## src/rtl/trig_pkg.sv

```systemverilog
package trig_pkg;

	// word and pattern sizes
	localparam int word_width = 8;
	localparam int pattern_count = 8;

	// clocks between emission attempts, short for simulation
	// must stay at least one serial frame
	localparam int interval_cycles = 64;

	// buffer entries, also the starting credit count
	localparam int credit_depth = 2;

	// heartbeat blink half-period in clocks
	localparam int heartbeat_half = 32;

	// derived counter widths
	localparam int interval_bits = $clog2(interval_cycles);
	localparam int heartbeat_bits = $clog2(heartbeat_half);
	localparam int ptr_bits = (credit_depth > 1) ? $clog2(credit_depth) : 1;

	typedef logic [word_width-1:0] trig_word_t;
	typedef logic [$clog2(pattern_count)-1:0] pattern_idx_t;
	typedef logic [1:0] credit_t; // 0 to credit_depth
	typedef logic [$clog2(word_width)-1:0] frame_pos_t;

	// one encoded trigger word on its way to the buffer
	typedef struct packed {
		logic valid;
		pattern_idx_t index;
		trig_word_t word;
	} word_beat_t;

	typedef enum logic [1:0] {
		seq_wait,  // counting out the interval
		seq_ready, // interval done, issue if a credit is free
		seq_stall  // waiting on a credit from the buffer
	} seq_state_t;

endpackage

```

## src/rtl/bit_serializer.sv

```systemverilog
`timescale 1ns/1ps

module bit_serializer (
	input logic clock,
	input logic reset1,
	input logic inhibit,
	input logic buf_valid,
	input trig_pkg::trig_word_t buf_word,
	output logic take,
	output logic serial_out,
	output logic load_strobe,
	output trig_pkg::trig_word_t loaded_word
);
	trig_pkg::frame_pos_t frame_pos; // position of the bit now on serial_out
	trig_pkg::trig_word_t shreg;
	logic frame_end;

	assign frame_end = (frame_pos == trig_pkg::frame_pos_t'(trig_pkg::word_width - 1));

	// next frame word is picked on the edge into position 0
	// so inhibit only bites at a frame boundary
	assign take = frame_end && buf_valid && !inhibit;

	always_ff @(posedge clock) begin
		if (reset1) begin
			frame_pos <= '0;
			shreg <= '0;
			serial_out <= 1'b0;
			load_strobe <= 1'b0;
		end else begin
			load_strobe <= take;
			if (frame_end) begin
				frame_pos <= '0;
				if (take) begin
					serial_out <= buf_word[trig_pkg::word_width-1]; // msb first
					shreg <= buf_word << 1;
				end else begin
					serial_out <= 1'b0; // idle frame
					shreg <= '0;
				end
			end else begin
				frame_pos <= frame_pos + 1'b1;
				serial_out <= shreg[trig_pkg::word_width-1];
				shreg <= shreg << 1;
			end
		end
	end

	// copy for the status block, lines up with load_strobe
	always_ff @(posedge clock) begin
		if (take) begin
			loaded_word <= buf_word;
		end
	end

endmodule

```

## src/rtl/pattern_encoder.sv

```systemverilog
`timescale 1ns/1ps

module pattern_encoder (
	input logic clock,
	input logic reset1,
	input logic issue,
	input trig_pkg::pattern_idx_t issue_index,
	output trig_pkg::word_beat_t enc_beat
);
	trig_pkg::trig_word_t word_next;
	trig_pkg::trig_word_t beat_word;
	trig_pkg::pattern_idx_t beat_index;
	logic beat_valid;

	// end bits always set, middle bit walks down from bit 6
	always_comb begin
		word_next = '0;
		word_next[trig_pkg::word_width-1] = 1'b1;
		word_next[0] = 1'b1;
		if (issue_index != '0 &&
			issue_index != trig_pkg::pattern_idx_t'(trig_pkg::pattern_count - 1)) begin
			word_next[trig_pkg::word_width - 1 - int'(issue_index)] = 1'b1;
		end
	end

	always_ff @(posedge clock) begin
		if (reset1) begin
			beat_valid <= 1'b0;
		end else begin
			beat_valid <= issue;
		end
	end

	always_ff @(posedge clock) begin
		if (issue) begin
			beat_index <= issue_index;
			beat_word <= word_next;
		end
	end

	assign enc_beat = '{valid: beat_valid, index: beat_index, word: beat_word};

endmodule

```

## src/rtl/status_display.sv

```systemverilog
`timescale 1ns/1ps

module status_display (
	input logic clock,
	input logic reset1,
	input logic load_strobe,
	input trig_pkg::trig_word_t loaded_word,
	output trig_pkg::trig_word_t last_word,
	output logic heartbeat
);
	logic [trig_pkg::heartbeat_bits-1:0] hb_count;
	logic hb_wrap;

	assign hb_wrap = (hb_count == trig_pkg::heartbeat_bits'(trig_pkg::heartbeat_half - 1));

	// what the board leds would show
	always_ff @(posedge clock) begin
		if (reset1) begin
			last_word <= '0;
		end else if (load_strobe) begin
			last_word <= loaded_word;
		end
	end

	// heartbeat blink, toggles each half-period
	always_ff @(posedge clock) begin
		if (reset1) begin
			hb_count <= '0;
			heartbeat <= 1'b0;
		end else begin
			if (hb_wrap) begin
				hb_count <= '0;
				heartbeat <= !heartbeat;
			end else begin
				hb_count <= hb_count + 1'b1;
			end
		end
	end

endmodule

```

## src/rtl/trig_sequencer.sv

```systemverilog
`timescale 1ns/1ps

module trig_sequencer (
	input logic clock,
	input logic reset1,
	input logic credit_return,
	output logic issue,
	output trig_pkg::pattern_idx_t issue_index
);
	trig_pkg::seq_state_t state;
	logic [trig_pkg::interval_bits-1:0] interval_count;
	trig_pkg::credit_t credits;
	logic credit_ok;
	logic wrap;

	assign credit_ok = (credits != '0);
	assign wrap = (interval_count == trig_pkg::interval_bits'(trig_pkg::interval_cycles - 1));

	// issue straight out of ready, or first cycle a credit shows up in stall
	assign issue = (state != trig_pkg::seq_wait) && credit_ok;

	always_ff @(posedge clock) begin
		if (reset1) begin
			state <= trig_pkg::seq_wait;
			interval_count <= '0;
		end else begin
			case (state)
				trig_pkg::seq_wait: begin
					if (wrap) begin
						state <= trig_pkg::seq_ready;
						interval_count <= '0; // held at zero until the issue
					end else begin
						interval_count <= interval_count + 1'b1;
					end
				end
				trig_pkg::seq_ready: begin
					if (credit_ok) begin
						state <= trig_pkg::seq_wait;
					end else begin
						state <= trig_pkg::seq_stall;
					end
				end
				trig_pkg::seq_stall: begin
					if (credit_ok) begin
						state <= trig_pkg::seq_wait;
					end
				end
				default: begin
					state <= trig_pkg::seq_wait;
				end
			endcase
		end
	end

	// one credit per buffer entry
	always_ff @(posedge clock) begin
		if (reset1) begin
			credits <= trig_pkg::credit_t'(trig_pkg::credit_depth);
		end else begin
			case ({issue, credit_return})
				2'b10: credits <= credits - 1'b1;
				2'b01: credits <= credits + 1'b1;
				default: credits <= credits; // both or neither
			endcase
		end
	end

	always_ff @(posedge clock) begin
		if (reset1) begin
			issue_index <= '0;
		end else if (issue) begin
			if (issue_index == trig_pkg::pattern_idx_t'(trig_pkg::pattern_count - 1)) begin
				issue_index <= '0;
			end else begin
				issue_index <= issue_index + 1'b1;
			end
		end
	end

endmodule

```

## src/rtl/trig_top.sv

```systemverilog
`timescale 1ns/1ps

module trig_top (
	input logic clock,
	input logic reset1,
	input logic inhibit,
	output logic serial_out,
	output trig_pkg::trig_word_t last_word,
	output logic heartbeat
);
	logic issue;
	trig_pkg::pattern_idx_t issue_index;
	trig_pkg::word_beat_t enc_beat;
	logic buf_valid;
	trig_pkg::trig_word_t buf_word;
	logic take;
	logic credit_return; // buffer back to sequencer
	logic load_strobe;
	trig_pkg::trig_word_t loaded_word;

	trig_sequencer i_sequencer (
		.clock(clock),
		.reset1(reset1),
		.credit_return(credit_return),
		.issue(issue),
		.issue_index(issue_index)
	);

	pattern_encoder i_encoder (
		.clock(clock),
		.reset1(reset1),
		.issue(issue),
		.issue_index(issue_index),
		.enc_beat(enc_beat)
	);

	word_buffer i_buffer (
		.clock(clock),
		.reset1(reset1),
		.enc_beat(enc_beat),
		.take(take),
		.buf_valid(buf_valid),
		.buf_word(buf_word),
		.credit_return(credit_return)
	);

	bit_serializer i_serializer (
		.clock(clock),
		.reset1(reset1),
		.inhibit(inhibit),
		.buf_valid(buf_valid),
		.buf_word(buf_word),
		.take(take),
		.serial_out(serial_out),
		.load_strobe(load_strobe),
		.loaded_word(loaded_word)
	);

	status_display i_status (
		.clock(clock),
		.reset1(reset1),
		.load_strobe(load_strobe),
		.loaded_word(loaded_word),
		.last_word(last_word),
		.heartbeat(heartbeat)
	);

endmodule

```

## src/rtl/word_buffer.sv

```systemverilog
`timescale 1ns/1ps

module word_buffer (
	input logic clock,
	input logic reset1,
	input trig_pkg::word_beat_t enc_beat,
	input logic take,
	output logic buf_valid,
	output trig_pkg::trig_word_t buf_word,
	output logic credit_return
);
	trig_pkg::trig_word_t mem [trig_pkg::credit_depth];
	logic [trig_pkg::ptr_bits-1:0] wr_ptr;
	logic [trig_pkg::ptr_bits-1:0] rd_ptr;
	trig_pkg::credit_t count;
	logic push;
	logic pop;

	// credits upstream keep push from ever landing on a full buffer
	assign push = enc_beat.valid;
	assign pop = take && buf_valid;

	assign buf_valid = (count != '0);
	assign buf_word = mem[rd_ptr];
	assign credit_return = pop; // same cycle as the pop

	always_ff @(posedge clock) begin
		if (push) begin
			mem[wr_ptr] <= enc_beat.word;
		end
	end

	always_ff @(posedge clock) begin
		if (reset1) begin
			wr_ptr <= '0;
			rd_ptr <= '0;
			count <= '0;
		end else begin
			if (push) begin
				if (wr_ptr == trig_pkg::ptr_bits'(trig_pkg::credit_depth - 1)) begin
					wr_ptr <= '0;
				end else begin
					wr_ptr <= wr_ptr + 1'b1;
				end
			end
			if (pop) begin
				if (rd_ptr == trig_pkg::ptr_bits'(trig_pkg::credit_depth - 1)) begin
					rd_ptr <= '0;
				end else begin
					rd_ptr <= rd_ptr + 1'b1;
				end
			end
			case ({push, pop})
				2'b10: count <= count + 1'b1;
				2'b01: count <= count - 1'b1;
				default: count <= count;
			endcase
		end
	end

endmodule

```

## config.mk

```make
export PLATFORM = sky130hd
export DESIGN_NAME = trig_top
export DESIGN_NICKNAME = d
export VERILOG_FILES = /design/src/rtl/trig_pkg.sv /design/src/rtl/bit_serializer.sv /design/src/rtl/pattern_encoder.sv /design/src/rtl/status_display.sv /design/src/rtl/trig_sequencer.sv /design/src/rtl/trig_top.sv /design/src/rtl/word_buffer.sv
export SDC_FILE = /design/constraint.sdc
export NUM_CORES = 1
export LEC_CHECK = 0
export BUFFER_PORTS_ARGS = -buffer_cell sky130_fd_sc_hd__buf_2
export CAP_MARGIN = 20
export CORE_MARGIN = 4
export CORE_UTILIZATION = 62
export CTS_CLUSTER_DIAMETER = 50
export DETAILED_ROUTE_END_ITERATION = 10
export HOLD_SLACK_MARGIN = 0.15
export PLACE_DENSITY = 0.81
export SLEW_MARGIN = 30
export SYNTH_ARGS = -nofsm -noshare
export SYNTH_HDL_FRONTEND = slang
export SYNTH_SLANG_ARGS = --single-unit
```

## constraint.sdc

```tcl
create_clock -name clock -period 4 [get_ports clock]
set_input_delay 0.6 -clock clock [delete_from_list [all_inputs] [get_ports clock]]
set_output_delay 0.6 -clock clock [all_outputs]
set_load 0.01 [all_outputs]
```

==> results of run 1 <==
-- worst paths after layout --
path / start / to / slack [ps] / depth (start not counted)
setup / recovery: i_serializer.frame_pos[0] / i_buffer.count[1] / 2090 / 7
hold / removal: i_serializer.shreg[7] / i_serializer.serial_out / 440 / 1
setup reg to reg: i_serializer.frame_pos[0] / i_buffer.count[1] / 2090 / 7
hold reg to reg: i_serializer.shreg[7] / i_serializer.serial_out / 440 / 1
-- flip-flops by register name, summed over array words and instances (netlist names), 3 cells and up, named ones only --
signal and flops:
i_encoder.beat_word 6, i_sequencer.interval_count 6, i_buffer.mem 12, i_serializer.loaded_word 6, i_status.last_word 7, i_sequencer.issue_index 3, i_serializer.shreg 7, i_serializer.frame_pos 3
i_status.hb_count 5
-- placed cells by master (no fill, tap or decap) --
| cell type | count |
|---|---|
| sky130_fd_sc_hd__a31oi_1 | 1 |
| sky130_fd_sc_hd__o41ai_2 | 1 |
| sky130_fd_sc_hd__a311oi_1 | 1 |
| sky130_fd_sc_hd__nand2b_1 | 2 |
| sky130_fd_sc_hd__nor3b_1 | 3 |
| sky130_fd_sc_hd__a31o_2 | 1 |
| sky130_fd_sc_hd__xor2_1 | 4 |
| sky130_fd_sc_hd__a22o_1 | 6 |
| sky130_fd_sc_hd__clkbuf_8 | 9 |
| sky130_fd_sc_hd__o311ai_1 | 1 |
| sky130_fd_sc_hd__nand3_1 | 3 |
| sky130_fd_sc_hd__and2_1 | 3 |
| sky130_fd_sc_hd__o22ai_2 | 1 |
| sky130_fd_sc_hd__mux2i_1 | 8 |
| sky130_fd_sc_hd__clkinv_4 | 2 |
| sky130_fd_sc_hd__nor3_2 | 1 |
| sky130_fd_sc_hd__bufinv_16 | 1 |
| sky130_fd_sc_hd__nor4_1 | 2 |
| sky130_fd_sc_hd__or3_1 | 4 |
| sky130_fd_sc_hd__or2_4 | 1 |
| sky130_fd_sc_hd__or2_1 | 1 |
| sky130_fd_sc_hd__a21o_1 | 1 |
| sky130_fd_sc_hd__nor3_1 | 10 |
| sky130_fd_sc_hd__mux2_2 | 6 |
| sky130_fd_sc_hd__o21ai_0 | 5 |
| sky130_fd_sc_hd__ha_1 | 10 |
| sky130_fd_sc_hd__edfxtp_1 | 24 |
| sky130_fd_sc_hd__buf_2 | 12 |
| sky130_fd_sc_hd__and3_1 | 1 |
| sky130_fd_sc_hd__inv_1 | 6 |
| sky130_fd_sc_hd__nand2_1 | 8 |
| sky130_fd_sc_hd__xnor2_1 | 6 |
| sky130_fd_sc_hd__nor2_1 | 24 |
| sky130_fd_sc_hd__dfxtp_1 | 44 |
| sky130_fd_sc_hd__nand4_1 | 1 |
| sky130_fd_sc_hd__nor3b_2 | 1 |
| sky130_fd_sc_hd__a21oi_1 | 8 |
| sky130_fd_sc_hd__clkinv_2 | 4 |
-- cell families (layout without fill, tap and decap cells) --
kind of cell	after synthesis	count (layout)	share of synthesized area (%)
AND/OR/NAND/NOR	65	65	12.83
AO/OA/AOI/OAI	26	26	7.322
adder cells (fa/ha/maj)	10	10	4.914
flip-flops	68	68	62.90
multiplexers	14	14	5.798
XOR/XNOR	10	10	3.440
buffers and inverters	15	34	2.801
-- synthesized netlist by cell type --
| cell | n | area share [%] |
|---|---|---|
| sky130_fd_sc_hd__ha_1 | 10 | 4.9 |
| sky130_fd_sc_hd__buf_1 | 3 | 0.44 |
| sky130_fd_sc_hd__clkbuf_1 | 3 | 0.44 |
| sky130_fd_sc_hd__and3_1 | 1 | 0.25 |
| sky130_fd_sc_hd__inv_1 | 6 | 0.88 |
| sky130_fd_sc_hd__o311ai_1 | 1 | 0.34 |
| sky130_fd_sc_hd__nor4_1 | 2 | 0.49 |
| sky130_fd_sc_hd__a31oi_1 | 1 | 0.25 |
| sky130_fd_sc_hd__o21ai_0 | 5 | 0.98 |
| sky130_fd_sc_hd__a21oi_1 | 8 | 1.6 |
| sky130_fd_sc_hd__a22o_1 | 6 | 2.1 |
| sky130_fd_sc_hd__nor3_1 | 10 | 2.0 |
| sky130_fd_sc_hd__buf_6 | 1 | 0.44 |
| sky130_fd_sc_hd__or2_1 | 1 | 0.25 |
| sky130_fd_sc_hd__o22ai_2 | 1 | 0.49 |
| sky130_fd_sc_hd__mux2_2 | 6 | 2.7 |
| sky130_fd_sc_hd__xnor2_1 | 6 | 2.1 |
| sky130_fd_sc_hd__nor3b_1 | 3 | 0.88 |
| sky130_fd_sc_hd__or2_4 | 1 | 0.34 |
| sky130_fd_sc_hd__a311oi_1 | 1 | 0.34 |
| sky130_fd_sc_hd__buf_4 | 2 | 0.59 |
| sky130_fd_sc_hd__edfxtp_1 | 24 | 28 |
| sky130_fd_sc_hd__nand4_1 | 1 | 0.25 |
| sky130_fd_sc_hd__nand3_1 | 3 | 0.59 |
| sky130_fd_sc_hd__xor2_1 | 4 | 1.4 |
| sky130_fd_sc_hd__or3_1 | 4 | 0.98 |
| sky130_fd_sc_hd__nor2_1 | 24 | 3.5 |
| sky130_fd_sc_hd__o41ai_2 | 1 | 0.64 |
| sky130_fd_sc_hd__nand2_1 | 8 | 1.2 |
| sky130_fd_sc_hd__a31o_2 | 1 | 0.34 |
| sky130_fd_sc_hd__mux2i_1 | 8 | 3.1 |
| sky130_fd_sc_hd__nor3_2 | 1 | 0.39 |
| sky130_fd_sc_hd__nor3b_2 | 1 | 0.49 |
| sky130_fd_sc_hd__and2_1 | 3 | 0.74 |
| sky130_fd_sc_hd__nand2b_1 | 2 | 0.49 |
| sky130_fd_sc_hd__a21o_1 | 1 | 0.29 |
| sky130_fd_sc_hd__dfxtp_1 | 44 | 35 |
-- routing by layer --
layer / up-vias / global-route usage, %
met1: 689 / 16.27
met5: - / 0
met3: 14 / 4.432
met4: 0 / 13.36
met2: 23 / 28.82
li1: 764 / -
-- final cells by class --
cell class | count | area, um^2 | area share (%)
Inverter | 6 | 22.52 | 0.8011
Sequential cell | 68 | 1602 | 56.96
Timing Repair Buffer | 12 | 60.06 | 2.136
Tap cell | 50 | 62.56 | 2.225
Clock buffer | 9 | 123.9 | 4.406
Multi-Input combinational cell | 125 | 873.3 | 31.06
Clock inverter | 7 | 67.56 | 2.403
-- worst reg2reg max path, delay by kind of cell (launching register included) --
kind / cells / cell delay (ps)
adder cells (fa/ha/maj): 3 / 730
AND/OR/NAND/NOR: 3 / 650
flip-flops: 1 / 320
AO/OA/AOI/OAI: 1 / 150
-- stage by stage --
step	hold slack (ps)	utilization (%)	std cells
final	443.8	70.28	277
after global placement	413.8	65.50	261
after CTS	442.3	70.28	277
after floorplan	403.5	-	208
after global routing	462.0	70.28	277
after detailed placement	413.0	65.50	261
-- report_power, final --
group	internal [uW]	switching, uW
clock	285	247
combinational	9.75	14.6
sequential	718	6.45
total	1010	268
==> results.txt, run 1 <==
Die height -> 72.09 um
Worst-case clock buffer depth -> 2
Max Transition Viols Final -> 0
Largest net degree at the start of global routing -> 37
Sum Neg Setup Slack -> 0 ps
Die Area -> 0.005196 mm^2
CP max-delay cell -> sky130_fd_sc_hd__or3_1
Crit path capture type -> flop
Peak ir drop on the vdd network -> 0.3140 mV
Worst-skew pair later-pin latency -> 340 ps
Number of input and output port buffers inserted -> 12
Standard cell area after detailed placement -> 0.002620 mm^2
Post-place setup slack -> 2026 ps
CTS hold repair buffers -> 0
Count of cell types in the netlist -> 37
Number of diodes added for antenna fixing -> 0
Final weighted congestion in routability-driven placement -> 0.8212
Total Power -> 1281 uW
Unrepaired setup endpoints after global routing -> false
Routed wirelength normalized by instance count -> 13.30 um
Summed area of non-filler cells in the final layout -> 0.002811 mm^2
Master cell of the clock root buffer -> sky130_fd_sc_hd__clkbuf_8
Cell type with the highest occurrence count on the critical path -> sky130_fd_sc_hd__ha_1
Tightest Pin Transition -> 621.2 ps
Vias in the first global route -> 1,487
Proportion of synthesized chip area in sequential cells -> 62.90%
Power density cells -> 455.5 mW/mm^2
Total CTS buffers -> 9
Starting utilization of the core area -> 63.65%
Number of antenna violations at the first check in global routing -> 0
Startpoint-to-endpoint class of the critical path -> flop to flop
Gr ovfl total -> 0
Area overhead of the layout relative to synthesis -> 10.42%
Worst setup slack after layout -> 2094 ps
Final Skew -> 9.408 ps
Combined global-route utilization of all metal layers -> 16.52%
Count of standard-cell rows -> 23
Post-detailed-routing wire length -> 3684 um
HPWL after detailed placement -> 2589 um
Core Footprint -> 0.004000 mm^2
Delay of the slowest cell on the worst path -> 360 ps
Antenna-violating nets left -> 0
Required time of the critical path -> 4260 ps
TritonRoute pass-1 iters -> 4
Number of standard cells after synthesis -> 208
Sequence of cells on the critical path -> ha_1 > ha_1 > nand2b_1 > nor2_1 > ha_1 > or3_1 > a21oi_1
Total number of yosys warnings -> 0
Static leakage -> 0.001078 uW
Area of the mapped netlist -> 0.002546 mm^2
Post-CTS sizing -> 0
Clk sink count -> 68
Post-CTS Setup Bufs -> 0
Number of top-level pins -> 13
Vias per inst -> 5.379
Number of setup violations in the final report -> 0
Met2 routed WL -> 1952 um
Die width -> 72.09 um
Number of fillers in the final layout -> 262
Average cell area after synthesis -> 12.24 um^2
Clock edge transition at the registers on the reported setup and hold paths -> 70 ps
Max Clock Freq -> 524.6 MHz
H-tree lvl count -> 3
Period Utilization, post-route -> 47.65%
Total of flip-flops plus latches after synthesis -> 68
Top cell family by delay on the critical path -> adder cells
Layout net count -> 235
WP buf/inv -> 0
Launching element type of the critical path -> flop
Post-Route M1 WL -> 1471 um
Number of hold-slack violations in the final timing report -> 0
Drt first-iter violations -> 110
Met3 routed WL -> 103 um
TritonCTS clock tree -> built
Overall via count from detail_route -> 1,490
Tightest slew margin relative to the limit -> 58.58%
Min-delay worst type -> flop to flop
Count of max-cap constraint violations -> 0
Fraction of layout cells with a size suffix above 1 -> 17.62%
Global-route wire length before repair -> 6396 um
Post-synthesis net count -> 221
Maximum fanout along the worst path -> 6
Arrival time of data at the critical path endpoint -> 2170 ps
Status -> completed
Highest metal layer with signal wires -> met4
Minimum period implied by the final worst setup slack -> 1906 ps
Count of unresolved DRC violations after routing -> 0
(Power assumes the default switching activity.)
==> run 2, diff against run 1 <==
--- a/config.mk
+++ b/config.mk
@@ -8,11 +8,11 @@
 export BUFFER_PORTS_ARGS = -buffer_cell sky130_fd_sc_hd__buf_2
 export CAP_MARGIN = 20
 export CORE_MARGIN = 4
-export CORE_UTILIZATION = 62
+export CORE_UTILIZATION = 53
 export CTS_CLUSTER_DIAMETER = 50
 export DETAILED_ROUTE_END_ITERATION = 10
 export HOLD_SLACK_MARGIN = 0.15
-export PLACE_DENSITY = 0.81
+export PLACE_DENSITY = 0.73
 export SLEW_MARGIN = 30
 export SYNTH_ARGS = -nofsm -noshare
 export SYNTH_HDL_FRONTEND = slang
==> constraint.sdc (replaced) <==
create_clock -name clock -period 1.55 [get_ports clock]
set_input_delay 0.2325 -clock clock [delete_from_list [all_inputs] [get_ports clock]]
set_output_delay 0.2325 -clock clock [all_outputs]
set_load 0.01 [all_outputs]
==> run 2 against run 1 <==
Compared with the run above:
- the flow now finishes with violations (setup timing)
- register-to-register slack lost 2100 ps
- cell count grew 5.1%
- hold slack lost 190 ps
- total power grew to 2.7 times the previous value
- cell area grew 7.6%
- worst setup slack lost 2100 ps
- clock-buffer cell count grew 2
- critical endpoint unchanged
- highest routed layer unchanged
==> results.txt, run 2 (synthesis results as in run 1) <==
Status -> finished with violations
Violations in the final reports -> setup timing
Count of max-cap constraint violations -> 0
Biggest register -> i_buffer.mem
Number of diodes added for antenna fixing -> 0
Drt first-iter violations -> 51
Max Clock Freq -> 630.4 MHz
Largest net degree at the start of global routing -> 15
TritonRoute pass-1 iters -> 4
Routed wirelength normalized by instance count -> 13.32 um
Regs by FF count -> i_buffer.mem: 12 flops, i_serializer.shreg: 7 flops, i_status.last_word: 7 flops
Combinational share of power -> 2.1%
Tightest slew margin relative to the limit -> 67.61%
Multi-input combinational cell area -> 960.9 um^2
Leading cell type in the layout, fill and taps excluded -> sky130_fd_sc_hd__dfxtp_1
Power density cells -> 1160 mW/mm^2
Fraction of layout cells with a size suffix above 1 -> 26.36%
Sequential cell area -> 0.001604 mm^2
Min-delay worst type -> input pin to flop
Sequential share of power -> 53.4%
Minimum period implied by the final worst setup slack -> 1586 ps
Psw -> 678.8 uW
Antenna-violating nets left -> 0
Master cell of the clock root buffer -> sky130_fd_sc_hd__clkbuf_8
Core Footprint -> 0.004504 mm^2
Static leakage -> 0.001147 uW
TritonCTS clock tree -> built
Overall via count from detail_route -> 1,527
Final design utilization -> 67.14%
Max Transition Viols Final -> 0
CTS hold repair buffers -> 0
Switching fraction of total power -> 19.35%
Clk network pwr share -> 44.5%
Required time of the critical path -> 1820 ps
HPWL after detailed placement -> 2747 um
Period Utilization, post-route -> 102.3%
Sum Neg Setup Slack -> -36.32 ps
Die height -> 77.31 um
Area overhead of the layout relative to synthesis -> 18.77%
Final Skew -> 8.768 ps
Global-route wire length before repair -> 7210 um
Tightest Pin Transition -> 484.1 ps
Number of antenna violations at the first check in global routing -> 0
Count of standard-cell rows -> 24
Worst setup slack after layout -> -36.32 ps
Peak ir drop on the vdd network -> 0.4902 mV
Maximum fanout along the worst path -> 2
R2R Path End -> i_buffer.count[1]
Vias per inst -> 5.247
Die Area -> 0.005977 mm^2
Post-detailed-routing wire length -> 3875 um
Final weighted congestion in routability-driven placement -> 0.8320
Unrepaired setup endpoints after global routing -> true
Clk sink count -> 68
Number of input and output port buffers inserted -> 12
Total CTS buffers -> 9
Commonest cells after routing, fill and taps aside -> sky130_fd_sc_hd__dfxtp_1, sky130_fd_sc_hd__edfxtp_1, sky130_fd_sc_hd__nor2_1, sky130_fd_sc_hd__buf_2, sky130_fd_sc_hd__buf_4
Clock edge transition at the registers on the reported setup and hold paths -> 70 ps
Worst R2R Setup Slack -> -40 ps
H-tree lvl count -> 3
Startpoint of the most critical register-to-register path -> i_serializer.frame_pos[0]
Number of setup violations in the final report -> 1
Worst-skew pair later-pin latency -> 330 ps
Crit path capture type -> flop
Launching element type of the critical path -> flop
End of the critical path -> i_buffer.count[1]
Number of hold-slack violations in the final timing report -> 0
Combined global-route utilization of all metal layers -> 15.43%
Number of instances in the placed design -> 273
Number of fillers in the final layout -> 320
Number of top-level pins -> 13
Gr ovfl total -> 0
Cell-internal power -> 2830 uW
Arrival time of data at the critical path endpoint -> 1860 ps
Count of unresolved DRC violations after routing -> 0
Startpoint-to-endpoint class of the critical path -> flop to flop
Largest register FFs -> 12
Worst-case clock buffer depth -> 2
Launching element of the worst setup path -> i_serializer.frame_pos[0]
Layout net count -> 247
Die width -> 77.31 um
Final cell count without fillers -> 291
Starting utilization of the core area -> 56.53%
Vias in the first global route -> 1,621
Worst Reg2Reg Path Length in Cells -> 8
==> run 2: how the worst min path moves through the flow <==
stage | start | end | slack, ps | cells after the start
final | reset1 | i_sequencer.interval_count[0] | 260 | 2
after CTS | reset1 | i_sequencer.interval_count[0] | 250 | 2
after detailed placement | i_serializer.shreg[7] | i_serializer.serial_out | 420 | 1
after global routing | reset1 | i_sequencer.interval_count[0] | 260 | 2
after floorplan | i_serializer.shreg[7] | i_serializer.serial_out | 400 | 1
after global placement | i_serializer.shreg[7] | i_serializer.serial_out | 410 | 1
==> run 2: metal layers <==
layer	routed length, um	GRT usage [%]
met2	1930	25.73
met1	1702	17.61
met3	134	3.981
met5	0	0
met4	108	9.786
==> run 2: area by class of cell <==
type | instances | share of cell area, %
clock buffer | 11 | 4.675
clock inverter | 5 | 2.524
inverter | 6 | 0.7447
multi-input combinational | 125 | 31.77
sequential | 68 | 53.04
tap | 52 | 2.151
timing repair buffer | 24 | 5.089
==> run 2: worst max-delay path, stage by stage, from the launching register on <==
cell                       delay [ps]
sky130_fd_sc_hd__dfxtp_2          330
sky130_fd_sc_hd__ha_4             160
sky130_fd_sc_hd__ha_4             160
sky130_fd_sc_hd__nand2b_4          80
sky130_fd_sc_hd__nor2_4            50
sky130_fd_sc_hd__ha_4             170
sky130_fd_sc_hd__xnor2_2          130
sky130_fd_sc_hd__or3_1            340
sky130_fd_sc_hd__a21oi_2          120
==> run 2: metrics by stage <==
stage	power [uW]	setup WS (ps)	hold WS, ps	cell area (um^2)
6_report	3509	-36.32	256.1	3024
5_1_grt	3641	-103.2	257.1	3024
4_1_cts	3543	-56.44	247.0	2998
3_5_place_dp	1989	-31.57	419.0	2765
3_3_place_gp	1978	-1.386	410.2	2765
2_1_floorplan	1963	-10.05	403.5	2614
==> run 2: timing repair <==
| action | CTS | global route |
|---|---|---|
| resized for setup | 0 | 7 |
| buffers inserted | 2 | 0 |
| pin swaps | 6 | 4 |
| endpoints found under the setup margin | 2 | 13 |
==> run 2: power by group through the flow <==
stage               Combinational [uW]  Sequential, uW  Clock [uW]
CTS                               76.1            1870        1590
detailed placement                76.2            1910           0
floorplan                         54.6            1910           0
global placement                  68.6            1910           0
finish                            75.4            1870        1560
global route                      89.0            1870        1680
==> run 3, diff against run 2 <==
--- a/config.mk
+++ b/config.mk
@@ -13,6 +13,7 @@
 export DETAILED_ROUTE_END_ITERATION = 10
 export HOLD_SLACK_MARGIN = 0.15
 export PLACE_DENSITY = 0.73
+export RECOVER_POWER = 100
 export SLEW_MARGIN = 30
 export SYNTH_ARGS = -nofsm -noshare
 export SYNTH_HDL_FRONTEND = slang
==> run 3 against run 2 <==
Compared with the run above:
- the flow still finishes with violations (setup timing)
- hold slack got worse by 1.4 ps
- cell count is the same
- fmax about the same
- routed wire length grew 0.67%
- clock skew about the same
- register-to-register slack about the same
- critical path depth is the same
- critical path type unchanged
==> results.txt, run 3 (synthesis results as in run 1) <==
Post-detailed-routing wire length -> 3901 um
Startpoint of the most critical register-to-register path -> i_serializer.frame_pos[0]
Master cell of the clock root buffer -> sky130_fd_sc_hd__clkbuf_8
H-tree lvl count -> 3
Global-route wire length before repair -> 7210 um
Power density cells -> 1168 mW/mm^2
Worst Reg2Reg Path Length in Cells -> 8
Count of standard-cell rows -> 24
Leading cell type in the layout, fill and taps excluded -> sky130_fd_sc_hd__dfxtp_1
TritonRoute pass-1 iters -> 4
Worst Hold Launch -> reset1
Count of max-cap constraint violations -> 0
Worst-skew pair later-pin latency -> 340 ps
Tightest Pin Transition -> 484.2 ps
Startpoint-to-endpoint class of the critical path -> flop to flop
Cell type with the highest occurrence count on the critical path -> sky130_fd_sc_hd__ha_4
Number of top-level pins -> 13
Largest register FFs -> 12
Largest net degree at the start of global routing -> 15
Highest metal layer with signal wires -> met4
Static leakage -> 0.001097 uW
Launching element type of the critical path -> flop
Unrepaired setup endpoints after global routing -> true
Number of setup violations in the final report -> 1
Overall via count from detail_route -> 1,523
Post-place setup slack -> -31.57 ps
Vias in the first global route -> 1,621
TritonCTS clock tree -> built
Worst setup slack after layout -> -34.82 ps
CP max-delay cell -> sky130_fd_sc_hd__or3_1
Fraction of layout cells with a size suffix above 1 -> 19.25%
Worst-case clock buffer depth -> 2
Final weighted congestion in routability-driven placement -> 0.8320
Period Utilization, post-route -> 102.2%
Clock edge transition at the registers on the reported setup and hold paths -> 70 ps
Required time of the critical path -> 1830 ps
Met2 routed WL -> 1941 um
Crit path capture type -> flop
Die Area -> 0.005977 mm^2
Die height -> 77.31 um
Arrival time of data at the critical path endpoint -> 1860 ps
Number of diodes added for antenna fixing -> 0
Minimum period implied by the final worst setup slack -> 1585 ps
Peak ir drop on the vdd network -> 0.4902 mV
Sequence of cells on the critical path -> ha_4 > ha_4 > nand2b_4 > nor2_4 > ha_4 > xnor2_2 > or3_1 > a21oi_2
Regs by FF count -> i_buffer.mem: 12 flops, i_serializer.shreg: 7 flops, i_status.last_word: 7 flops
Layout net count -> 247
Final design utilization -> 66.69%
Number of hold-slack violations in the final timing report -> 0
Summed area of non-filler cells in the final layout -> 0.003004 mm^2
R2R Path End -> i_buffer.count[1]
Antenna-violating nets left -> 0
Status -> finished with violations
Number of antenna violations at the first check in global routing -> 0
Clk sink count -> 68
Count of cells along the worst hold path -> 2
Number of input and output port buffers inserted -> 12
Worst Hold Endpoint -> i_sequencer.interval_count[0]
Post-Route M1 WL -> 1708 um
Min-delay worst type -> input pin to flop
Worst R2R Setup Slack -> -30 ps
Final Skew -> 8.841 ps
Maximum fanout along the worst path -> 2
Combined global-route utilization of all metal layers -> 15.43%
Drt first-iter violations -> 60
Gr ovfl total -> 0
Total CTS buffers -> 9
Area overhead of the layout relative to synthesis -> 17.99%
Vias per inst -> 5.234
Count of unresolved DRC violations after routing -> 0
Starting utilization of the core area -> 56.53%
Core Footprint -> 0.004504 mm^2
Delay of the slowest cell on the worst path -> 340 ps
Routed wirelength normalized by instance count -> 13.41 um
Die width -> 77.31 um
CTS hold repair buffers -> 0
Tightest slew margin relative to the limit -> 67.60%
Max Transition Viols Final -> 0
Met3 routed WL -> 168 um
Standard cell area after detailed placement -> 0.002765 mm^2
Violations in the final reports -> setup timing
Max Clock Freq -> 631.0 MHz
HPWL after detailed placement -> 2747 um
Biggest register -> i_buffer.mem
Commonest cells after routing, fill and taps aside -> sky130_fd_sc_hd__dfxtp_1, sky130_fd_sc_hd__edfxtp_1, sky130_fd_sc_hd__nor2_1, sky130_fd_sc_hd__clkbuf_1, sky130_fd_sc_hd__buf_4
## run 3: changes by cell type in the layout (fill, tap and decap cells not counted), sizes merged
cell	previous run	this run
buf	24	14
clkbuf	11	21
## run 3: worst max-delay path, delay by kind of cell (launching register included)
kind,cells,cell delay [ps]
fa+ha+maj,3,490
xor+xnor,1,130
compound gates,1,120
simple gates,3,470
flops,1,330
## run 3: final cells by class
type	instances	area (um^2)
sequential	68	1604
fill	331	1500
multi-input combinational	125	953.4
clock buffer	11	141.4
timing repair buffer	24	141.4
clock inverter	5	76.32
tap	52	65.06
inverter	6	22.52
## run 3: metrics by stage
stage	hold slack (ps)	std cells	TNS [ps]	total power [uW]
detailed placement	419.0	273	-31.57	1989
global route	257.1	291	-147.9	3640
floorplan	403.5	208	-10.05	1963
CTS	247.0	291	-74.74	3543
finish	254.7	291	-34.82	3510
global placement	410.2	273	-1.386	1978
## run 3: repair_timing
item                                   CTS  global route
buffers inserted                         2             0
setup endpoints to repair                2            13
endpoints found under the hold margin    0             0
gates cloned                             0             0
gates resized for setup                  0             7
pin swaps                                6             4
## run 3: layer usage
metal	global-route usage, %	up-vias
li1	-	790
met1	17.61	699
met2	25.73	26
met3	3.981	8
met4	9.786	0
met5	0	-
## run 3: worst max path at each step
stage | end | cells after the start | start
global placement | i_buffer.count[1] | 7 | i_serializer.frame_pos[0]
floorplan | i_buffer.count[1] | 7 | i_serializer.frame_pos[1]
global route | i_buffer.count[1] | 8 | i_serializer.frame_pos[0]
finish | i_buffer.count[1] | 8 | i_serializer.frame_pos[0]
detailed placement | i_buffer.count[1] | 7 | i_serializer.frame_pos[1]
CTS | i_buffer.count[1] | 7 | i_serializer.frame_pos[0]
## run 3: power by group
part           leakage, uW  internal [uW]  switching [uW]
Clock             0.000107            942             621
Sequential        0.000580           1850            19.0
Combinational     0.000410           33.7            41.1
